`src/rtl/spi_pkg.sv`:
```
/*
 * shared definitions for the spi master
 * register map, engine states, data types and sizing constants
 */
`default_nettype none

package spi_pkg;

   //##################################################
   //# sizing
   //##################################################
   localparam int SPI_AW           = 8;                       // host byte address width
   localparam int SPI_FIFO_DEPTH   = 8;                       // tx fifo entries
   localparam int SPI_FIFO_AW      = $clog2(SPI_FIFO_DEPTH);  // fifo pointer width
   localparam int SPI_FIFO_PROG    = 4;                       // prog_full threshold
   localparam int SPI_CLKDIV_RESET = 1;                       // divider after reset
   localparam int SPI_RX_BYTES     = 8;                       // bytes in rx window

   typedef logic [7:0]  spi_byte_t;   // one transfer byte
   typedef logic [31:0] spi_word_t;   // one host word

   // word addresses, matched against addr[7:2]
   typedef enum logic [2:0] {
      CONFIG = 3'd0,
      STATUS = 3'd1,
      CLKDIV = 3'd2,
      TX     = 3'd3,
      RX_LO  = 3'd4,
      RX_HI  = 3'd5
   } spi_reg_e;

   // shift engine states
   typedef enum logic [1:0] {
      IDLE,    // nothing queued or disabled
      LOAD,    // pop byte, drop ss_n
      SHIFT,   // clocking bits
      GAP      // half period after a byte
   } spi_state_e;

endpackage

`default_nettype wire

```
`src/rtl/spi_cfg_if.sv`:
```
/*
 * mode settings from the register block to the shift engine,
 * and receive status / busy back the other way
 */
`timescale 1ns/10ps
`default_nettype none

interface spi_cfg_if;

   logic               cpol;       // sclk idle level
   logic               cpha;       // sample on trailing edge when set
   logic               lsbfirst;   // shift order
   logic               spi_en;     // engine may start a burst
   spi_pkg::spi_byte_t clkdiv;     // half period is clkdiv+1 clocks

   logic                                 busy;       // engine not idle
   logic [spi_pkg::SPI_RX_BYTES*8-1:0]   rx_data;    // newest byte in 7:0
   logic                                 rx_access;  // one pulse per byte

   // register side
   modport regs (output cpol, cpha, lsbfirst, spi_en, clkdiv,
                 input  busy, rx_data, rx_access);

   // shift engine side
   modport io   (input  cpol, cpha, lsbfirst, spi_en, clkdiv,
                 output busy, rx_data, rx_access);

endinterface

`default_nettype wire

```
`src/rtl/spi_fifo_if.sv`:
```
/*
 * push and pop sides of the transmit byte fifo
 * wr for the register block, rd for the shift engine
 */
`timescale 1ns/10ps
`default_nettype none

interface spi_fifo_if;

   logic               push;       // write strobe, dropped when full
   spi_pkg::spi_byte_t wdata;
   logic               full;
   logic               prog_full;  // fill level at threshold
   logic               pop;        // advance head, dropped when empty
   spi_pkg::spi_byte_t rdata;      // head entry
   logic               empty;

   modport wr   (output push, wdata,
                 input  full, prog_full);

   modport rd   (output pop,
                 input  rdata, empty);

   modport fifo (input  push, wdata, pop,
                 output full, prog_full, rdata, empty);

endinterface

`default_nettype wire

```
`src/rtl/spi_master.sv`:
```
/*
 * spi master top level
 * plain host strobe port and spi pins around regs, tx fifo and shift engine
 */
`timescale 1ns/10ps
`default_nettype none

module spi_master (
   input  logic                          clk,
   input  logic                          nreset,
   // host port
   input  logic                          access,
   input  logic                          write,
   input  logic [spi_pkg::SPI_AW-1:0]    addr,
   input  spi_pkg::spi_word_t            wdata,
   output logic                          rvalid,
   output spi_pkg::spi_word_t            rdata,
   output logic                          wait_req,
   // spi pins
   output logic                          sclk,
   output logic                          mosi,
   output logic                          ss_n,
   input  logic                          miso
);

   spi_cfg_if  cfg_if ();    // mode and rx status
   spi_fifo_if fifo_if ();   // tx byte queue

   // host registers
   spi_master_regs u_regs (
      .clk      (clk),
      .nreset   (nreset),
      .access   (access),
      .write    (write),
      .addr     (addr),
      .wdata    (wdata),
      .rvalid   (rvalid),
      .rdata    (rdata),
      .wait_req (wait_req),
      .cfg      (cfg_if.regs),
      .txq      (fifo_if.wr)
   );

   spi_tx_fifo u_fifo (
      .clk    (clk),
      .nreset (nreset),
      .q      (fifo_if.fifo)
   );

   // shift engine
   spi_master_io u_io (
      .clk    (clk),
      .nreset (nreset),
      .sclk   (sclk),
      .mosi   (mosi),
      .ss_n   (ss_n),
      .miso   (miso),
      .cfg    (cfg_if.io),
      .txq    (fifo_if.rd)
   );

endmodule

`default_nettype wire

```
`src/rtl/spi_master_io.sv`:
```
/*
 * spi shift engine
 * pops bytes from the tx fifo, runs sclk from the divider in any cpol/cpha mode,
 * drives ss_n per burst and collects miso bytes into the rx window
 */
`timescale 1ns/10ps
`default_nettype none

module spi_master_io (
   input  logic     clk,
   input  logic     nreset,
   // spi pins
   output logic     sclk,
   output logic     mosi,
   output logic     ss_n,
   input  logic     miso,
   // config and fifo
   spi_cfg_if.io    cfg,
   spi_fifo_if.rd   txq
);

   spi_pkg::spi_state_e                  state;
   spi_pkg::spi_byte_t                   div_cnt;     // half period counter
   logic [3:0]                           edge_cnt;    // sclk edges done in byte
   logic                                 sclk_ph;     // 0 at idle level
   spi_pkg::spi_byte_t                   shift_tx;
   spi_pkg::spi_byte_t                   shift_rx;
   spi_pkg::spi_byte_t                   rx_next;
   spi_pkg::spi_byte_t                   rx_byte;
   logic [spi_pkg::SPI_RX_BYTES*8-1:0]   rx_window;
   logic                                 half_done;
   logic                                 sample_edge;
   logic                                 last_edge;
   logic                                 start_ok;

   //##################################################
   //# edge bookkeeping
   //##################################################

   assign half_done   = (div_cnt == cfg.clkdiv);
   assign sample_edge = (edge_cnt[0] == cfg.cpha);   // leading for cpha=0
   assign last_edge   = (edge_cnt == 4'd15);
   assign start_ok    = ~txq.empty & cfg.spi_en;

   // miso shifted in according to bit order
   assign rx_next = cfg.lsbfirst ? {miso, shift_rx[7:1]} : {shift_rx[6:0], miso};
   assign rx_byte = sample_edge ? rx_next : shift_rx;   // cpha=1 samples on last edge

   //##################################################
   //# control fsm
   //##################################################

   always_ff @(posedge clk or negedge nreset) begin
      if (!nreset) begin
         state         <= spi_pkg::IDLE;
         div_cnt       <= '0;
         edge_cnt      <= '0;
         sclk_ph       <= 1'b0;
         ss_n          <= 1'b1;
         shift_tx      <= '0;
         cfg.rx_access <= 1'b0;
      end else begin
         cfg.rx_access <= 1'b0;
         case (state)
            spi_pkg::IDLE: begin
               div_cnt  <= '0;
               edge_cnt <= '0;
               sclk_ph  <= 1'b0;
               if (start_ok)
                  state <= spi_pkg::LOAD;
            end
            spi_pkg::LOAD: begin
               shift_tx <= txq.rdata;      // first bit visible before leading edge
               ss_n     <= 1'b0;
               div_cnt  <= '0;
               edge_cnt <= '0;
               state    <= spi_pkg::SHIFT;
            end
            spi_pkg::SHIFT: begin
               if (half_done) begin
                  div_cnt  <= '0;
                  sclk_ph  <= ~sclk_ph;
                  edge_cnt <= edge_cnt + 1'b1;
                  // shift on change edges except the first leading one
                  if (!sample_edge && edge_cnt != 4'd0)
                     shift_tx <= cfg.lsbfirst ? {1'b0, shift_tx[7:1]}
                                              : {shift_tx[6:0], 1'b0};
                  if (last_edge) begin
                     state         <= spi_pkg::GAP;
                     cfg.rx_access <= 1'b1;   // window updated same edge
                  end
               end else begin
                  div_cnt <= div_cnt + 1'b1;
               end
            end
            spi_pkg::GAP: begin
               if (half_done) begin
                  div_cnt <= '0;
                  if (start_ok) begin
                     state <= spi_pkg::LOAD;   // next byte with ss_n held low
                  end else begin
                     ss_n  <= 1'b1;            // close burst
                     state <= spi_pkg::IDLE;
                  end
               end else begin
                  div_cnt <= div_cnt + 1'b1;
               end
            end
            default: state <= spi_pkg::IDLE;
         endcase
      end
   end

   //##################################################
   //# receive path
   //##################################################

   always_ff @(posedge clk) begin
      if (state == spi_pkg::SHIFT && half_done) begin
         if (sample_edge)
            shift_rx <= rx_next;
         if (last_edge)   // older bytes move up
            rx_window <= {rx_window[spi_pkg::SPI_RX_BYTES*8-9:0], rx_byte};
      end
   end

   // outputs
   assign sclk        = sclk_ph ^ cfg.cpol;   // idle level is cpol
   assign mosi        = cfg.lsbfirst ? shift_tx[0] : shift_tx[7];
   assign txq.pop     = (state == spi_pkg::LOAD);   // one pop per byte
   assign cfg.busy    = (state != spi_pkg::IDLE);
   assign cfg.rx_data = rx_window;

endmodule

`default_nettype wire

```
`src/rtl/spi_master_regs.sv`:
```
/*
 * host register block of the spi master
 * decodes strobed accesses into config, clkdiv, status, tx push and rx readback
 */
`timescale 1ns/10ps
`default_nettype none

module spi_master_regs (
   input  logic                          clk,
   input  logic                          nreset,
   // host port
   input  logic                          access,    // one cycle per access
   input  logic                          write,
   input  logic [spi_pkg::SPI_AW-1:0]    addr,
   input  spi_pkg::spi_word_t            wdata,
   output logic                          rvalid,
   output spi_pkg::spi_word_t            rdata,
   output logic                          wait_req,
   // to engine and fifo
   spi_cfg_if.regs                       cfg,
   spi_fifo_if.wr                        txq
);

   spi_pkg::spi_reg_e   reg_sel;
   logic                addr_hit;
   logic                reg_write;
   logic                reg_read;
   logic [7:0]          config_reg;
   spi_pkg::spi_byte_t  clkdiv_reg;
   logic [2:0]          status_reg;
   spi_pkg::spi_byte_t  rx_reg [spi_pkg::SPI_RX_BYTES];
   spi_pkg::spi_word_t  read_mux;

   //##################################################
   //# decode
   //##################################################

   assign reg_sel   = spi_pkg::spi_reg_e'(addr[4:2]);
   assign addr_hit  = (addr[spi_pkg::SPI_AW-1:5] == '0);   // word addr 0..7 only
   assign reg_write = access & write & addr_hit;
   assign reg_read  = access & ~write;

   //##################################################
   //# config
   //##################################################

   always_ff @(posedge clk or negedge nreset) begin
      if (!nreset)
         config_reg <= '0;
      else if (reg_write && reg_sel == spi_pkg::CONFIG)
         config_reg <= wdata[7:0];
   end

   assign cfg.spi_en   = ~config_reg[0];   // on by default
   assign cfg.cpol     = config_reg[2];
   assign cfg.cpha     = config_reg[3];
   assign cfg.lsbfirst = config_reg[4];

   // clock divider
   always_ff @(posedge clk or negedge nreset) begin
      if (!nreset)
         clkdiv_reg <= 8'(spi_pkg::SPI_CLKDIV_RESET);
      else if (reg_write && reg_sel == spi_pkg::CLKDIV)
         clkdiv_reg <= wdata[7:0];
   end

   assign cfg.clkdiv = clkdiv_reg;

   //##################################################
   //# status
   //##################################################

   // bit0 sticky rx, bit1 busy, bit2 prog_full
   always_ff @(posedge clk or negedge nreset) begin
      if (!nreset) begin
         status_reg <= '0;
      end else begin
         status_reg[2] <= txq.prog_full;
         status_reg[1] <= cfg.busy;
         if (reg_write && reg_sel == spi_pkg::STATUS)
            status_reg[0] <= 1'b0;                  // any write clears
         else if (cfg.rx_access)
            status_reg[0] <= 1'b1;
      end
   end

   // snapshot of the rx window per received byte
   always_ff @(posedge clk) begin
      if (cfg.rx_access)
         for (int i = 0; i < spi_pkg::SPI_RX_BYTES; i++)
            rx_reg[i] <= cfg.rx_data[i*8 +: 8];
   end

   //##################################################
   //# tx push and back-pressure
   //##################################################

   assign txq.push  = reg_write && (reg_sel == spi_pkg::TX);
   assign txq.wdata = wdata[7:0];
   assign wait_req  = txq.full;   // level, host holds off tx writes

   //##################################################
   //# readback
   //##################################################

   always_comb begin
      read_mux = '0;
      if (addr_hit) begin
         case (reg_sel)
            spi_pkg::CONFIG: read_mux = {24'b0, config_reg};
            spi_pkg::STATUS: read_mux = {29'b0, status_reg};
            spi_pkg::CLKDIV: read_mux = {24'b0, clkdiv_reg};
            spi_pkg::RX_LO:  read_mux = {rx_reg[3], rx_reg[2], rx_reg[1], rx_reg[0]};
            spi_pkg::RX_HI:  read_mux = {rx_reg[7], rx_reg[6], rx_reg[5], rx_reg[4]};
            default:         read_mux = '0;   // tx reads as zero
         endcase
      end
   end

   always_ff @(posedge clk or negedge nreset) begin
      if (!nreset)
         rvalid <= 1'b0;
      else
         rvalid <= reg_read;   // one cycle after access
   end

   always_ff @(posedge clk) begin
      if (reg_read)
         rdata <= read_mux;
   end

endmodule

`default_nettype wire

```
`src/rtl/spi_tx_fifo.sv`:
```
/*
 * transmit byte fifo between the register block and the shift engine
 * circular buffer with full, empty and programmable-full flags
 */
`timescale 1ns/10ps
`default_nettype none

module spi_tx_fifo (
   input  logic     clk,
   input  logic     nreset,
   spi_fifo_if.fifo q
);

   spi_pkg::spi_byte_t                 mem [spi_pkg::SPI_FIFO_DEPTH];
   logic [spi_pkg::SPI_FIFO_AW-1:0]    wr_ptr;
   logic [spi_pkg::SPI_FIFO_AW-1:0]    rd_ptr;
   logic [spi_pkg::SPI_FIFO_AW:0]      count;    // one extra bit for full
   logic                               do_push;
   logic                               do_pop;

   assign do_push = q.push & ~q.full;    // push dropped when full
   assign do_pop  = q.pop  & ~q.empty;   // pop dropped when empty

   //##################################################
   //# pointers and fill count
   //##################################################

   always_ff @(posedge clk or negedge nreset) begin
      if (!nreset) begin
         wr_ptr <= '0;
         rd_ptr <= '0;
         count  <= '0;
      end else begin
         if (do_push)
            wr_ptr <= wr_ptr + 1'b1;   // depth is a power of two, wraps
         if (do_pop)
            rd_ptr <= rd_ptr + 1'b1;
         case ({do_push, do_pop})
            2'b10:   count <= count + 1'b1;
            2'b01:   count <= count - 1'b1;
            default: count <= count;     // both or neither
         endcase
      end
   end

   // storage
   always_ff @(posedge clk) begin
      if (do_push)
         mem[wr_ptr] <= q.wdata;
   end

   //##################################################
   //# flags
   //##################################################

   assign q.rdata     = mem[rd_ptr];   // head, valid while not empty
   assign q.empty     = (count == 0);
   assign q.full      = (count == spi_pkg::SPI_FIFO_DEPTH);
   assign q.prog_full = (count >= spi_pkg::SPI_FIFO_PROG);

endmodule

`default_nettype wire

```
`config.mk`:
```
export PLATFORM = sky130hd
export DESIGN_NAME = spi_master
export DESIGN_NICKNAME = d
export VERILOG_FILES = /design/src/rtl/spi_pkg.sv /design/src/rtl/spi_cfg_if.sv /design/src/rtl/spi_fifo_if.sv /design/src/rtl/spi_master.sv /design/src/rtl/spi_master_io.sv /design/src/rtl/spi_master_regs.sv /design/src/rtl/spi_tx_fifo.sv
export SDC_FILE = /design/constraint.sdc
export NUM_CORES = 1
export LEC_CHECK = 0
export BUFFER_PORTS_ARGS = -buffer_cell sky130_fd_sc_hd__buf_2
export CORE_MARGIN = 3
export CORE_UTILIZATION = 60
export CTS_BUF_LIST = sky130_fd_sc_hd__clkbuf_8 sky130_fd_sc_hd__clkbuf_16
export DETAILED_ROUTE_END_ITERATION = 10
export GPL_TIMING_DRIVEN = 0
export PLACE_DENSITY = 0.79
export SYNTH_ARGS = -nofsm -noshare
export SYNTH_HDL_FRONTEND = slang
export SYNTH_SLANG_ARGS = --single-unit
```
`constraint.sdc`:
```
create_clock -name clk -period 5.15 [get_ports clk]
set_input_delay 1.03 -clock clk [delete_from_list [all_inputs] [get_ports clk]]
set_output_delay 1.03 -clock clk [all_outputs]
set_load 0.01 [all_outputs]
```
# Yosys cells after proc, flatten, opt, wreduce, memory -nomap -nowiden
# Memories as Yosys holds them, arrays and structs flattened.
# Cells that the tools add are included.
[word_totals]
reg_bits = 159
latchBits = 0
ramBits = 128
romBits = 0
in_bits = 45
out_inout_bits = 37
wordCells = 119
memories = 2
[classes]
n_addsub = 6
mul = 0
div_mod_pow = 0
order_cmp = 1
n_eq_ne = 20
shift = 0
n_mux = 33
bitwise = 12
n_reduce_logical = 27
[mem_list]
columns = ["name", "words", "width", "read_ports", "rd_clocked_by_memory_dff", "wr", "line_no", "rtl"]
rows = [
  ["u_fifo.mem", 8, 8, 1, 0, 1, "spi_tx_fifo.sv:14", "spi_pkg::spi_byte_t mem [spi_pkg::SPI_FIFO_DEPTH];"],
  ["u_regs.rx_reg", 8, 8, 8, 0, 8, "spi_master_regs.sv:31", "spi_pkg::spi_byte_t rx_reg [spi_pkg::SPI_RX_BYTES];"],
]
[op_table]
columns = ["op", "count"]
rows = [
  ["one-hot mux 32 bit (5 select lines)", 1],
  ["2-to-1 mux 8 bit", 6],
  ["one-hot mux 8 bit (2 select lines)", 2],
  ["one-hot mux 4 bit (2 select lines)", 2],
  ["2-to-1 mux 1 bit", 14],
  ["nonzero test 2 bit", 7],
  ["!= test 2 x 1 -> 1 bit, second input constant", 5],
  ["adder 4 x 1 -> 4 bit, second input constant", 2],
  ["adder 8 x 1 -> 8 bit, second input constant", 1],
  ["== test 4 bit, second input constant", 2],
  ["== test 8 bit", 1],
  ["2-to-1 mux 2 bit", 4],
  ["one-hot mux 2 bit (4 select lines)", 1],
  ["adder 3 x 1 -> 3 bit, second input constant", 2],
  ["bitwise AND 1 bit", 6],
  ["== test 2 bit, second input constant", 3],
  ["== test 3 x 2 -> 1 bit, second input constant", 2],
  ["== test 3 bit, second input constant", 2],
  ["logical AND 1 bit", 6],
  ["logical NOT 3 bit", 2],
  ["AND reduction 2 bit", 3],
  ["AND reduction 3 bit", 2],
  ["inverter 1 bit", 5],
  ["== test 2 x 1 -> 1 bit, second input constant", 2],
  ["14 further kinds", 16],
]

# Longest topological paths before layout
[logic_depth]
word_depth = 6
mapped_depth = 13
ltp_nobuf = 11

# Modules after synthesis
# From an unflattened synthesis, not the netlist that was laid out.
[hier_totals]
cells_unflattened = 674
hier_area_um2 = 11456.0
[by_module_without_submodules]
columns = ["module", "instances", "cells_each", "area_each_um2", "seq_area_each_um2"]
rows = [
  ["spi_master_regs", 1, 259, 4429.2, 3384.5],
  ["spi_master_io", 1, 253, 3881.2, 2788.9],
  ["spi_tx_fifo", 1, 162, 3145.5, 2172.1],
]

# Worst setup path before layout
# Ideal clock, no wire load.
[synth_path]
path_type = "reg2reg"
startpoint = "register u_io.state[0]"
endpoint = "register u_io.rx_window (netlist bit u_io.cfg.rx_data[0]), enable pin"
setup_ns = 0.486
arrival_ns = 4.064
required_time_ns = 4.664
slack_ns = 0.600
stages_incl_launch_ff = 7
path_buffers = 2
period_less_slack_ns = 4.550
cell_sequence = "dfrtp_1 > inv_1 > ha_1 > clkbuf_1 > clkbuf_1 > nand2_1 > nor2_1"
[synth_between]
elab_chain_cells = 3
[synth_lines]
columns = ["element", "line_no", "rtl"]
rows = [
  ["from (decl)", "spi_master_io.sv:22", "spi_pkg::spi_state_e state;"],
  ["from (signal assigned)", "spi_master_io.sv:55", "state <= spi_pkg::IDLE;"],
  ["from (signal assigned)", "spi_master_io.sv:70", "state <= spi_pkg::LOAD;"],
  ["from (signal assigned)", "spi_master_io.sv:77", "state <= spi_pkg::SHIFT;"],
  ["== test 2 bit", "spi_master_io.sv:119", "if (state == spi_pkg::SHIFT && half_done) begin"],
  ["logical AND 1 bit", "spi_master_io.sv:119", ""],
  ["AND reduction 2 bit (no source line)", "-", ""],
  ["to (signal assigned)", "spi_master_io.sv:123", "rx_window <= {rx_window[spi_pkg::SPI_RX_BYTES*8-9:0], rx_byte};"],
  ["to (decl)", "spi_master_io.sv:30", "logic [spi_pkg::SPI_RX_BYTES*8-1:0] rx_window;"],
]
# No other way between the ends.
# A chain may end at the register's enable or synchronous reset.

# Worst setup path in the final report
[layout_path]
startpoint = "register u_io.state[0]"
endpoint = "register u_io.rx_window (netlist bit u_io.cfg.rx_data[37]), enable pin"
# The elaborated chain is that of the path after synthesis.

==> metrics.cfg <==
[die]
coreArea_sq_um = 18100
num_rows = 49
die_x_um = 142
die_area_sq_um = 20300
initial_core_util = 0.617
pin_count = 82
die_h_um = 142

[global_routing]
gr-total-overflow = 0
grt_max_degree = 56
grt_antenna_before_repair = 0
grt_pass1_wl_mm = 34.1
grtUsageTotal = 0.219
first_global_vias = 6322

[worst_setup_path]
crit_start = u_io.state[0]
crit_required_ps = 5380
crit_family = buffers and inverters
critPathArrivalTime_ps = 3580
regToRegEndpoint = u_io.cfg.rx_data[37]
reg2regPathDepth = 8
end_kind = flip-flop
regToRegSetupSlack_ps = 1800
reg2reg_from = u_io.state[0]
crit_fanout = 24
slowest_stage = nor2_4
worstPathCellList = inv_1, ha_1, clkbuf_1, clkbuf_1, nand2_1, nor2_4, buf_16, buf_16
cp-start-kind = flip-flop
critPathKind = reg2reg
cp_num_buf_inv = 5
endpoint = u_io.cfg.rx_data[37]
crit_cells = 8
slowest_delay_ps = 610

[layout]
n_antenna_cell = 0
stdcell_count = 998
area_growth_pct = 13.6
fillers = 1129
drive_gt1_frac = 0.233
nets = 804

[yosys]
synth-seq-cells = 287
synth_top_cell_area_share = 0.625
synth_edf_count = 232
synth_fp_nets = 717
synth_cell_type_count = 49
synthArstFlopShare = 0.192
ys_seq_area_frac = 0.748
synth_area_sq_um = 11200
yosys.area.top_type = edfxtp_1
yosys-top-cells-area = edfxtp_1 (62%), dfrtp_1 (12%), mux2_2 (3.2%), mux4_2 (2.4%), a22oi_1 (1.9%)
yosysWarnings = 0
postSynthAreaPerCell_sq_um = 16.9
synthCells = 660
ys.flop_type = edfxtp_1

[place]
place.port_buffers = 54
place_ws_ps = 1480
dpl.hpwl_mm = 13.8
routabilityCongestion = 0.826
dp.cells = 946

[clocking]
clkSinkCount = 287
clockBufferDepth = 3
ctsHoldBuffers = 0
clk_pin_slew_worst_paths_ps = 60
cts_tree = done
h-tree-depth = 1
cts_buffers = 28
post_cts_buffers = 0
cts_root_buf = clkbuf_16
clock_latency_ps = 530
cts_resized = 0

[timing]
rsz0062_at_grt = no
finClkSkew_ps = 13.4
final_hold_viol_count = 0
tightest_slew_ps = 1430
setup_slack_ps = 1800
setup_violations = 0
period_share = 0.650
max_freq_ghz = 0.299
min_period_ps = 3350
maxSlewViolCount = 0
relSlewSlack = 0.0400
fin_tns_setup_ps = 0

[run_status]
status = complete, no violations

[detailed_routing]
post_drt_via_cell_ratio = 6.03
wirelength_mm = 21.7
drcViolationCount = 0
wire_per_inst_um = 21.7
first_pass_iters = 5
ant_nets = 0
vias = 6014
first_iter_violations = 545

[power]
peakVddDrop_mv = 0.286
p_leak_nw = 4.59
p_per_area_nw_per_um2 = 477

[min_path]
hold_path.class = reg2reg

[job]
drv_cap = 0

==> kinds of logic (layout without fill, tap and decap cells) <==
kind of cell / Yosys count / in the layout / share of synthesized area
AO/OA/AOI/OAI: 84 / 84 / 0.0544
XOR/XNOR: 28 / 28 / 0.0220
flip-flops: 287 / 287 / 0.748
adder cells (fa/ha/maj): 12 / 12 / 0.0135
multiplexers: 64 / 64 / 0.0797
AND/OR/NAND/NOR: 145 / 145 / 0.0637
buffers and inverters: 40 / 149 / 0.0184
==> worst min-delay path by stage <==
| stage | startpoint | endpoint | slack [ps] | cells past startpoint |
|---|---|---|---|---|
| finish | u_io.cfg.rx_data[59] | u_regs.rx_reg[1][27] | 420 | 0 |
| detailed placement | u_io.cfg.rx_data[59] | u_regs.rx_reg[1][27] | 410 | 0 |
| CTS | u_io.cfg.rx_data[59] | u_regs.rx_reg[1][27] | 420 | 0 |
| global placement | u_io.cfg.rx_data[61] | u_regs.rx_reg[1][29] | 400 | 0 |
| global route | u_io.cfg.rx_data[61] | u_regs.rx_reg[1][29] | 430 | 0 |
| floorplan | u_io.cfg.rx_data[56] | u_regs.rx_reg[1][24] | 400 | 0 |
==> Yosys cell counts (8+ instances only) <==
| cell type | number |
|---|---|
| nand3_1 | 11 |
| xnor2_1 | 13 |
| inv_1 | 11 |
| dfrtp_1 | 53 |
| xor2_1 | 15 |
| buf_2 | 11 |
| nor2_1 | 50 |
| ha_1 | 12 |
| nor3_1 | 8 |
| mux2_4 | 8 |
| mux4_2 | 12 |
| nand2_1 | 31 |
| mux2_2 | 32 |
| a21oi_1 | 11 |
| clkbuf_1 | 12 |
| a22oi_1 | 28 |
| edfxtp_1 | 232 |
| o21ai_0 | 11 |
| mux2i_1 | 10 |
| nor2b_1 | 25 |
==> power breakdown <==
| part | total (mW) | internal [mW] | leakage, nW | switching (mW) |
|---|---|---|---|---|
| clock network | 1.90 | 1.08 | 0.459 | 0.821 |
| logic | 1.34 | 0.615 | 1.31 | 0.726 |
| registers | 2.80 | 2.67 | 2.82 | 0.130 |
==> final cells by class <==
class / count / area, sq um / area share
Clock buffer: 30 / 739 / 0.0584
Clock inverter: 22 / 126 / 0.00998
Buffer: 29 / 164 / 0.0129
Timing Repair Buffer: 57 / 348 / 0.0275
Tap cell: 229 / 287 / 0.0226
Sequential cell: 287 / 8350 / 0.659
Inverter: 11 / 41.3 / 0.00326
Multi-Input combinational cell: 333 / 2620 / 0.207
==> cells in the final DEF, fill, tap and decap left out, types with 3 or more instances in the layout <==
master	synthesis	final
a2111oi_0	6	6
a211oi_1	6	6
a21oi_1	11	11
a22o_1	5	5
a22oi_1	28	28
and3_1	6	6
buf_2	11	64
buf_4	2	3
buf_6	3	3
clkbuf_1	12	12
clkbuf_16	0	29
clkinv_1	0	4
clkinv_2	0	7
dfrtp_1	53	52
edfxtp_1	232	232
ha_1	12	12
inv_1	11	19
mux2_2	32	32
mux2_4	8	8
mux2i_1	10	10
mux4_2	12	12
nand2_1	31	31
nand2b_1	4	4
nand3_1	11	11
nor2_1	50	49
nor2b_1	25	24
nor3_1	8	8
o21ai_0	11	11
o41ai_1	6	6
xnor2_1	13	13
xor2_1	15	15
==> stage by stage <==
step | hold slack, ps | util | cell area (sq um) | power [mW]
after CTS | 420 | 0.700 | 12700 | 6.05
after floorplan | 400 | - | 11200 | 3.81
final | 418 | 0.700 | 12700 | 6.04
after detailed placement | 406 | 0.652 | 11800 | 4.17
after global routing | 434 | 0.700 | 12700 | 6.29
after global placement | 402 | 0.647 | 11700 | 4.08
==> per-layer routing <==
layer | share of wire | GRT usage
met5 | 0 | 0
met2 | 0.49 | 0.355
met1 | 0.42 | 0.311
met3 | 0.063 | 0.0346
met4 | 0.028 | 0.0715
Note: power is estimated with default switching activity, not from simulation.
